[src/core_consts.svh]
// ~~~~~~~~~~~~~~~~~~~~~~~~~~~~~~
// Core sizes and timing constants, included wherever a width is needed.
// ~~~~~~~~~~~~~~~~~~~~~~~~~~~~~~

`ifndef CORE_CONSTS_SVH
`define CORE_CONSTS_SVH

`define NUM_WARPS       4
`define WID_W           2
`define WORD_W          16
`define REG_W           5
`define PENDING_W       8
`define ALM_EMPTY_LEVEL 1
`define MEM_DEPTH       16
`define MEM_ADDR_W      4
// Cycles a memory access spends in the access state
`define MEM_DELAY       3

`endif
[src/instr_pkg.sv]
// ~~~~~~~~~~~~~~~~~~~~~~~~~~~~~~
// Instruction classes and the memory unit's state encoding.
// ~~~~~~~~~~~~~~~~~~~~~~~~~~~~~~

package instr_pkg;

    // Instruction kind carried on the issue port
    typedef enum logic [1:0] {
        op_add   = 2'd0,
        op_sub   = 2'd1,
        op_load  = 2'd2,
        op_store = 2'd3
    } op_e;

    // Memory unit FSM
    typedef enum logic [1:0] {
        mem_idle   = 2'd0,
        mem_access = 2'd1,
        mem_hold   = 2'd2
    } mem_state_e;

endpackage

[src/core_types_pkg.sv]
// ~~~~~~~~~~~~~~~~~~~~~~~~~~~~~~
// Vector types shared by the datapath and the in-flight bookkeeping.
// Widths come from the constants header.
// ~~~~~~~~~~~~~~~~~~~~~~~~~~~~~~

`include "core_consts.svh"

package core_types_pkg;

    // Warp id
    typedef logic [`WID_W-1:0]      wid_t;

    // Operand and result word
    typedef logic [`WORD_W-1:0]     word_t;

    // Destination register index
    typedef logic [`REG_W-1:0]      reg_t;

    // Number of instructions one warp has in flight
    typedef logic [`PENDING_W-1:0]  pending_t;

    typedef logic [`MEM_ADDR_W-1:0] mem_addr_t;

endpackage

[src/wb_if.sv]
// ~~~~~~~~~~~~~~~~~~~~~~~~~~~~~~
// Writeback request from one execution unit to the bus arbiter.
// The unit holds req and its fields until it sees grant.
// ~~~~~~~~~~~~~~~~~~~~~~~~~~~~~~

`timescale 1ns/100ps

interface wb_if;

    logic                  req;
    core_types_pkg::wid_t  wid;
    core_types_pkg::reg_t  rd;
    core_types_pkg::word_t data;
    // One-cycle pulse on the cycle the result goes out on the bus
    logic                  grant;

    modport unit (
        output req, wid, rd, data,
        input  grant
    );

    modport arbiter (
        input  req, wid, rd, data,
        output grant
    );

endinterface

[src/issue_top.sv]
// ~~~~~~~~~~~~~~~~~~~~~~~~~~~~~~
// Issue-to-writeback slice: ALU pipe and memory unit share one
// writeback bus, and a tracker counts each warp's ops in flight.
// ~~~~~~~~~~~~~~~~~~~~~~~~~~~~~~

`timescale 1ns/100ps

`include "core_consts.svh"

module issue_top (
    input  logic                  clk,
    input  logic                  reset,
    input  logic                  issue_valid,
    input  instr_pkg::op_e        issue_op,
    input  core_types_pkg::wid_t  issue_wid,
    input  core_types_pkg::reg_t  issue_rd,
    input  core_types_pkg::word_t issue_a,
    input  core_types_pkg::word_t issue_b,
    input  core_types_pkg::wid_t  alm_empty_wid,
    output logic                  issue_stall,
    output logic                  wb_valid,
    output core_types_pkg::wid_t  wb_wid,
    output core_types_pkg::reg_t  wb_rd,
    output core_types_pkg::word_t wb_data,
    output logic                  empty,
    output logic                  alm_empty
);

    logic                       is_alu_op, is_mem_op;
    logic                       alu_busy, mem_busy;
    logic                       store_retire;
    core_types_pkg::wid_t       store_wid;
    logic [1:0]                 decr;
    core_types_pkg::wid_t [1:0] decr_wid;

    wb_if alu_wb ();
    wb_if mem_wb ();

    assign is_alu_op = (issue_op == instr_pkg::op_add) || (issue_op == instr_pkg::op_sub);
    assign is_mem_op = !is_alu_op;

    // Stall only the op kinds whose unit cannot take a new instruction
    assign issue_stall = (is_alu_op && alu_busy) || (is_mem_op && mem_busy);

    alu_pipe alu_pipe_i (
        .clk, .reset,
        .start (issue_valid && is_alu_op),
        .op    (issue_op), .wid (issue_wid), .rd (issue_rd),
        .a     (issue_a),  .b   (issue_b),
        .busy  (alu_busy), .wb  (alu_wb)
    );

    mem_unit mem_unit_i (
        .clk, .reset,
        .start (issue_valid && is_mem_op),
        .op    (issue_op), .wid (issue_wid), .rd (issue_rd),
        .addr  (issue_a[`MEM_ADDR_W-1:0]), .wdata (issue_b),
        .busy  (mem_busy), .store_retire, .store_wid, .wb (mem_wb)
    );

    wb_arbiter wb_arbiter_i (
        .clk, .reset, .alu (alu_wb), .mem (mem_wb),
        .wb_valid, .wb_wid, .wb_rd, .wb_data
    );

    // Lane 0 retires bus writebacks, lane 1 retires stores
    assign decr        = {store_retire, wb_valid};
    assign decr_wid[0] = wb_wid;
    assign decr_wid[1] = store_wid;

    pending_tracker #(.DECR_COUNT (2)) pending_tracker_i (
        .clk, .reset,
        .incr (issue_valid), .incr_wid (issue_wid),
        .decr, .decr_wid, .alm_empty_wid, .empty, .alm_empty
    );

endmodule

[src/pending_tracker.sv]
// ~~~~~~~~~~~~~~~~~~~~~~~~~~~~~~
// Per-warp count of instructions in flight.
// One increment and DECR_COUNT decrements per cycle, flags lag two cycles.
// ~~~~~~~~~~~~~~~~~~~~~~~~~~~~~~

`timescale 1ns/100ps

`include "core_consts.svh"

module pending_tracker #(
    parameter int DECR_COUNT = 2
) (
    input  logic                                   clk,
    input  logic                                   reset,
    input  logic                                   incr,
    input  core_types_pkg::wid_t                   incr_wid,
    input  logic [DECR_COUNT-1:0]                  decr,
    input  core_types_pkg::wid_t [DECR_COUNT-1:0]  decr_wid,
    input  core_types_pkg::wid_t                   alm_empty_wid,
    output logic                                   empty,
    output logic                                   alm_empty
);

    localparam int COUNT_W = $clog2(DECR_COUNT + 1);

    logic [`NUM_WARPS-1:0]    incr_n, incr_r;
    logic [COUNT_W-1:0]       decr_cnt_n [`NUM_WARPS];
    logic [COUNT_W-1:0]       decr_cnt_r [`NUM_WARPS];
    core_types_pkg::pending_t pending [`NUM_WARPS];
    core_types_pkg::pending_t pending_n [`NUM_WARPS];
    logic [`NUM_WARPS-1:0]    zero_r, alm_r;

    // Sort this cycle's events by warp, counting the decrements of each
    always_comb begin
        for (int w = 0; w < `NUM_WARPS; w++) begin
            incr_n[w]     = incr && (incr_wid == core_types_pkg::wid_t'(w));
            decr_cnt_n[w] = '0;
            for (int i = 0; i < DECR_COUNT; i++) begin
                if (decr[i] && decr_wid[i] == core_types_pkg::wid_t'(w)) begin
                    decr_cnt_n[w] = decr_cnt_n[w] + COUNT_W'(1);
                end
            end
            pending_n[w] = pending[w] + core_types_pkg::pending_t'(incr_r[w])
                         - core_types_pkg::pending_t'(decr_cnt_r[w]);
        end
    end

    always_ff @(posedge clk) begin
        if (reset) begin
            incr_r <= '0;
            zero_r <= '1;
            alm_r  <= '0;
            for (int w = 0; w < `NUM_WARPS; w++) begin
                decr_cnt_r[w] <= '0;
                pending[w]    <= '0;
            end
        end else begin
            incr_r <= incr_n;
            for (int w = 0; w < `NUM_WARPS; w++) begin
                decr_cnt_r[w] <= decr_cnt_n[w];
                pending[w]    <= pending_n[w];
                zero_r[w]     <= (pending_n[w] == '0);
                alm_r[w]      <= (pending_n[w] == core_types_pkg::pending_t'(`ALM_EMPTY_LEVEL));
            end
        end
    end

    assign empty     = &zero_r;
    assign alm_empty = alm_r[alm_empty_wid];

endmodule

[src/wb_arbiter.sv]
// ~~~~~~~~~~~~~~~~~~~~~~~~~~~~~~
// Round-robin arbiter for the shared writeback bus.
// Grant and bus fields are combinational in the request cycle.
// ~~~~~~~~~~~~~~~~~~~~~~~~~~~~~~

`timescale 1ns/100ps

module wb_arbiter (
    input  logic                  clk,
    input  logic                  reset,
    wb_if.arbiter                 alu,
    wb_if.arbiter                 mem,
    output logic                  wb_valid,
    output core_types_pkg::wid_t  wb_wid,
    output core_types_pkg::reg_t  wb_rd,
    output core_types_pkg::word_t wb_data
);

    // High when the memory unit wins the next tie
    logic prio_mem;
    logic alu_win, mem_win;

    assign alu_win = alu.req && (!mem.req || !prio_mem);
    assign mem_win = mem.req && !alu_win;

    assign alu.grant = alu_win;
    assign mem.grant = mem_win;

    // Flip only on a tie so a lone requester keeps the turn order unchanged
    always_ff @(posedge clk) begin
        if (reset) begin
            prio_mem <= 1'b0;
        end else if (alu.req && mem.req) begin
            prio_mem <= !prio_mem;
        end
    end

    assign wb_valid = alu_win || mem_win;
    assign wb_wid   = mem_win ? mem.wid  : alu.wid;
    assign wb_rd    = mem_win ? mem.rd   : alu.rd;
    assign wb_data  = mem_win ? mem.data : alu.data;

endmodule

[src/mem_unit.sv]
// ~~~~~~~~~~~~~~~~~~~~~~~~~~~~~~
// Load/store unit over a small scratch memory with a fixed access delay.
// Stores retire directly, loads go out through the writeback bus.
// ~~~~~~~~~~~~~~~~~~~~~~~~~~~~~~

`timescale 1ns/100ps

`include "core_consts.svh"

module mem_unit (
    input  logic                      clk,
    input  logic                      reset,
    input  logic                      start,
    input  instr_pkg::op_e            op,
    input  core_types_pkg::wid_t      wid,
    input  core_types_pkg::reg_t      rd,
    input  core_types_pkg::mem_addr_t addr,
    input  core_types_pkg::word_t     wdata,
    output logic                      busy,
    output logic                      store_retire,
    output core_types_pkg::wid_t      store_wid,
    wb_if.unit                        wb
);

    localparam int CNT_W = $clog2(`MEM_DELAY + 1);

    instr_pkg::mem_state_e     state;
    logic [CNT_W-1:0]          delay_cnt;
    logic                      last_cycle;
    instr_pkg::op_e            op_r;
    core_types_pkg::wid_t      wid_r;
    core_types_pkg::reg_t      rd_r;
    core_types_pkg::mem_addr_t addr_r;
    core_types_pkg::word_t     wdata_r, rdata_r;
    core_types_pkg::word_t     mem [`MEM_DEPTH];

    assign last_cycle   = (state == instr_pkg::mem_access) && (delay_cnt == CNT_W'(`MEM_DELAY));
    assign store_retire = last_cycle && (op_r == instr_pkg::op_store);
    assign store_wid    = wid_r;
    assign busy         = (state != instr_pkg::mem_idle);

    always_ff @(posedge clk) begin
        if (reset) begin
            state     <= instr_pkg::mem_idle;
            delay_cnt <= '0;
            for (int i = 0; i < `MEM_DEPTH; i++) begin
                mem[i] <= '0;
            end
        end else begin
            case (state)
                instr_pkg::mem_idle: begin
                    if (start) begin
                        state     <= instr_pkg::mem_access;
                        delay_cnt <= CNT_W'(1);
                    end
                end
                instr_pkg::mem_access: begin
                    delay_cnt <= delay_cnt + CNT_W'(1);
                    if (last_cycle) begin
                        if (op_r == instr_pkg::op_store) begin
                            mem[addr_r] <= wdata_r;
                            state       <= instr_pkg::mem_idle;
                        end else begin
                            state <= instr_pkg::mem_hold;
                        end
                    end
                end
                instr_pkg::mem_hold: begin
                    if (wb.grant) state <= instr_pkg::mem_idle;
                end
                default: state <= instr_pkg::mem_idle;
            endcase
        end
    end

    // Request fields and load data
    always_ff @(posedge clk) begin
        if (state == instr_pkg::mem_idle && start) begin
            op_r    <= op;
            wid_r   <= wid;
            rd_r    <= rd;
            addr_r  <= addr;
            wdata_r <= wdata;
        end
        if (last_cycle && op_r == instr_pkg::op_load) begin
            rdata_r <= mem[addr_r];
        end
    end

    assign wb.req  = (state == instr_pkg::mem_hold);
    assign wb.wid  = wid_r;
    assign wb.rd   = rd_r;
    assign wb.data = rdata_r;

endmodule

[src/alu_pipe.sv]
// ~~~~~~~~~~~~~~~~~~~~~~~~~~~~~~
// Two-stage add/subtract pipeline feeding the writeback bus.
// A lone op requests the bus two cycles after start.
// ~~~~~~~~~~~~~~~~~~~~~~~~~~~~~~

`timescale 1ns/100ps

module alu_pipe (
    input  logic                  clk,
    input  logic                  reset,
    input  logic                  start,
    input  instr_pkg::op_e        op,
    input  core_types_pkg::wid_t  wid,
    input  core_types_pkg::reg_t  rd,
    input  core_types_pkg::word_t a,
    input  core_types_pkg::word_t b,
    output logic                  busy,
    wb_if.unit                    wb
);

    logic                  s1_valid, s2_valid;
    instr_pkg::op_e        s1_op;
    core_types_pkg::wid_t  s1_wid, s2_wid;
    core_types_pkg::reg_t  s1_rd, s2_rd;
    core_types_pkg::word_t s1_a, s1_b, s1_result, s2_data;
    logic                  stall;

    // Result waiting in stage two without a grant freezes the whole pipe
    assign stall = s2_valid && !wb.grant;
    assign busy  = stall;

    assign s1_result = (s1_op == instr_pkg::op_sub) ? s1_a - s1_b : s1_a + s1_b;

    always_ff @(posedge clk) begin
        if (reset) begin
            s1_valid <= 1'b0;
            s2_valid <= 1'b0;
        end else if (!stall) begin
            s1_valid <= start;
            s2_valid <= s1_valid;
        end
    end

    always_ff @(posedge clk) begin
        if (!stall) begin
            if (start) begin
                s1_op  <= op;
                s1_wid <= wid;
                s1_rd  <= rd;
                s1_a   <= a;
                s1_b   <= b;
            end
            s2_wid  <= s1_wid;
            s2_rd   <= s1_rd;
            s2_data <= s1_result;
        end
    end

    assign wb.req  = s2_valid;
    assign wb.wid  = s2_wid;
    assign wb.rd   = s2_rd;
    assign wb.data = s2_data;

endmodule

[config.mk]
export PLATFORM = sky130hd
export DESIGN_NAME = issue_top
export DESIGN_NICKNAME = d
export VERILOG_FILES = /design/src/instr_pkg.sv /design/src/core_types_pkg.sv /design/src/wb_if.sv /design/src/issue_top.sv /design/src/pending_tracker.sv /design/src/wb_arbiter.sv /design/src/mem_unit.sv /design/src/alu_pipe.sv
export VERILOG_INCLUDE_DIRS = /design/src /design/src/src
export SDC_FILE = /design/constraint.sdc
export NUM_CORES = 1
export LEC_CHECK = 0
export BUFFER_PORTS_ARGS = -buffer_cell sky130_fd_sc_hd__clkbuf_2
export CAP_MARGIN = 20
export CORE_MARGIN = 5
export CORE_UTILIZATION = 35
export DETAILED_ROUTE_END_ITERATION = 10
export HOLD_SLACK_MARGIN = 0.06
export SLEW_MARGIN = 20
export SYNTH_ARGS = -nofsm -noshare
export SYNTH_HDL_FRONTEND = slang
export SYNTH_HIERARCHICAL = 1
export SYNTH_SLANG_ARGS = --single-unit
[constraint.sdc]
create_clock -name clk -period 2.71 [get_ports clk]
set_input_delay 0.1355 -clock clk [delete_from_list [all_inputs] [get_ports clk]]
set_output_delay 0.1355 -clock clk [all_outputs]
set_load 0.01 [all_outputs]
==> impl_metrics.tcl <==
set metrics [dict create \
    status "finished, violations left" \
    violations "negative setup slack" \
    nNetsFinal 1744 \
    synth.avg_cell_area_um2 13.15 \
    die-area_um2 60130 \
    min_path_cells 2 \
    drv_slew 0 \
    syn_area_um2 19360 \
    drtPass1Iterations 5 \
    postSynthCellCount 1472 \
    syn2layout_area_growth_pct 18.09 \
    syn_nets 1576 \
    yosysSeqAreaShare_pct 62.71 \
    async_flop_share_pct 0 \
    synth.area.top_cells "edfxtp_1 (57%), mux4_2 (7.6%), nor2_1 (6.2%)" \
    globalRouteOverflowTotal 0 \
    maxSlewHeadroom_pct 46.80 \
    vias 12220 \
    multiInputGateArea_um2 6703 \
    placed_area_um2 20890 \
    row_count 86 \
    root_buffer "clkbuf_16" \
    dp.final_hpwl_mm 30.94 \
    setup_viol 3 \
    ys_ff_latch 424 \
    ys_types 80 \
    track_usage_pct 15.90 \
    maxCapViolCount 0 \
    clock_sinks 424 \
    grt_max_degree 65 \
    grt_pass1_vias 12540 \
    max_freq_mhz 359.0 \
    dpl.cell_count 2288 \
    nFillCells 5113 \
    hold_path_class "in2reg" \
    wire_per_inst_um 19.96 \
    num_antenna_cells 0 \
    synth_most_common_cell "edfxtp_1" \
    hold_viol_final 0 \
    cts_buffers 43 \
    synth_edf_count 365 \
    port_buffers 72 \
    critPathMaxFanout 4 \
    powerDensity_nw_per_um2 718.7 \
    yosys-top-cells-count "edfxtp_1 (365), nor2_1 (322), nand2_1 (105), inv_1 (69), mux4_2 (65)" \
    die_y_um 245.2 \
    core_area_um2 54990 \
    worst-r2r-setup-slack_ns -0.08 \
    drtIter0Drc 986 \
    yosys_warnings 6 \
    drive_above_1_share_pct 20.73 \
    skew_ns 0.03164 \
    ir_drop_mv 0.4067 \
    path_class "reg2reg" \
    min_period_ns 2.785 \
    final_cell_area_um2 22870 \
    leakagePower_uw 0.008345 \
    critical_path_arrival_ns 3.18 \
    start_kind "flip-flop" \
    place_congestion 0.8477 \
    num_io_pins 73 \
    r2r_cells 11 \
    crit_required_ns 3.10 \
    synth_top_area_share_pct 56.61 \
    fin_cells 2422 \
    synthFlopType "edfxtp_1" \
    hold_slack_ns 0.2752 \
    fin_tns_setup_ns -0.1489 \
    drt.antenna.violating_nets 0 \
    start_util_pct 35.21 \
    drc 0 \
    period_share_pct 102.8 \
    rsz0062_at_grt "true" \
    critPathCaptureType "flip-flop" \
    antenna_found_initial 0 \
    worst_slack_ns -0.07533 \
    drt-vias-per-instance 5.045 \
    insertion_delay_ns 0.58 \
    grt_pass1_wl_mm 73.12 \
    synth_top_cell_by_area "edfxtp_1" \
    clkTransAtPathRegs_ns 0.06 \
    die_w_um 245.2 \
    ff_latch_area_um2 12140 \
    h-tree-depth 2 \
    clock_path_buffers 3 \
    finalWirelength_mm 48.35 \
    worstMarginPinSlew_ns 0.7980 \
    cts_tree "done" \
]
-- cell type report --
type	instances	share of cell area, %
Inverter	69	1.133
Sequential cell	424	53.10
Tap cell	748	4.093
Clock inverter	19	0.5472
Clock buffer	60	5.237
Multi-Input combinational cell	909	29.31
Timing Repair Buffer	193	6.577
-- metrics by stage --
step,util [%],setup slack (ns),power (µW)
after global placement,38.00,-0.02530,10720
final,41.59,-0.07533,16430
after floorplan,-,0.06213,9949
after global routing,41.59,-0.2324,17220
after detailed placement,38.00,-0.1070,10800
after CTS,41.28,-0.02640,16550
-- cells in the final DEF, fill, tap and decap left out, types with 6 or more instances in the layout --
cell	Yosys	routed
nor2b_1	14	10
buf_4	7	67
clkbuf_1	27	10
edfxtp_1	365	365
nor3_1	17	15
mux4_2	65	65
clkbuf_16	0	44
nor2_1	322	320
mux2_2	22	22
buf_12	0	10
xor2_1	18	18
nor4_1	6	6
a21oi_1	35	31
clkinv_1	0	10
nand3_1	8	8
dfxtp_1	59	59
a21o_1	18	18
nand2_1	105	105
and2_1	9	7
xnor2_1	32	32
clkbuf_2	0	74
o21ai_0	20	17
o21a_1	9	9
dlygate4sd3_1	0	44
inv_1	69	69
a22oi_1	33	33
a211oi_1	8	7
nand2b_1	16	15
ha_1	53	51
-- flip-flops by register name, indices dropped and copies added, names as in the netlist, 5 cells and up --
signal and flops:
pending_tracker_i/decr_cnt_r 8, alu_pipe_i/wb.rd 5, alu_pipe_i/s1_b 16, alu_pipe_i/s1_rd 5, pending_tracker_i/pending 32, mem_unit_i/wb.rd 5, mem_unit_i/wb.data 16, alu_pipe_i/s1_a 16
alu_pipe_i/wb.data 16, mem_unit_i/wdata_r 16, mem_unit_i/mem 256
-- path summary, 6_finish.rpt --
path,from,end
setup / recovery,alu_pipe_i/s1_b[6],alu_pipe_i/wb.data[14]
hold / removal,issue_a[13],alu_pipe_i/s1_a[13]
setup reg to reg,alu_pipe_i/s1_b[6],alu_pipe_i/wb.data[14]
hold reg to reg,alu_pipe_i/s1_wid[0],alu_pipe_i/wb.wid[0]
-- layer usage --
| metal | vias to the layer above | GRT usage, % | wire length (µm) |
|---|---|---|---|
| li1 | 5689 | - | - |
| met1 | 6077 | 21.60 | 21000 |
| met2 | 381 | 25.18 | 22410 |
| met3 | 71 | 3.430 | 3359 |
| met4 | 0 | 6.007 | 1576 |
| met5 | - | 0 | 0 |
-- where the power goes --
group	internal, µW	total (µW)	switching, µW
clock network	3180	5650	2470
registers	7510	7720	204
logic	1360	3060	1700
-- worst max-delay path, stage by stage (launching register included) --
cell and delay (ns):
edfxtp_1 0.42, nor4_4 0.37, buf_4 0.20, buf_4 0.11
a31oi_1 0.08, xnor2_1 0.15, ha_1 0.35, nand2_1 0.12
o21a_1 0.20, o21a_1 0.19, o22a_1 0.21, o311ai_2 0.20
-- what timing repair did --
action                                  4_1_cts  5_1_grt
setup buffers                                 2        9
pin swaps                                     2        3
endpoints found under the setup margin        7        8
gates resized for setup                       6       23
endpoints found under the hold margin        74        0
hold buffers                                 44        0
-- logic make-up (layout without fill, tap and decap cells) --
kind of cell	Yosys count	count (layout)	synth area share, %
AO/OA/AOI/OAI	170	170	6.255
XOR/XNOR	50	50	2.262
AND/OR/NAND/NOR	540	540	12.26
flip-flops	424	424	62.71
multiplexers	91	91	9.099
adder cells (fa/ha/maj)	58	58	3.942
buffers and inverters	139	341	3.477
(Power assumes the default switching activity.)
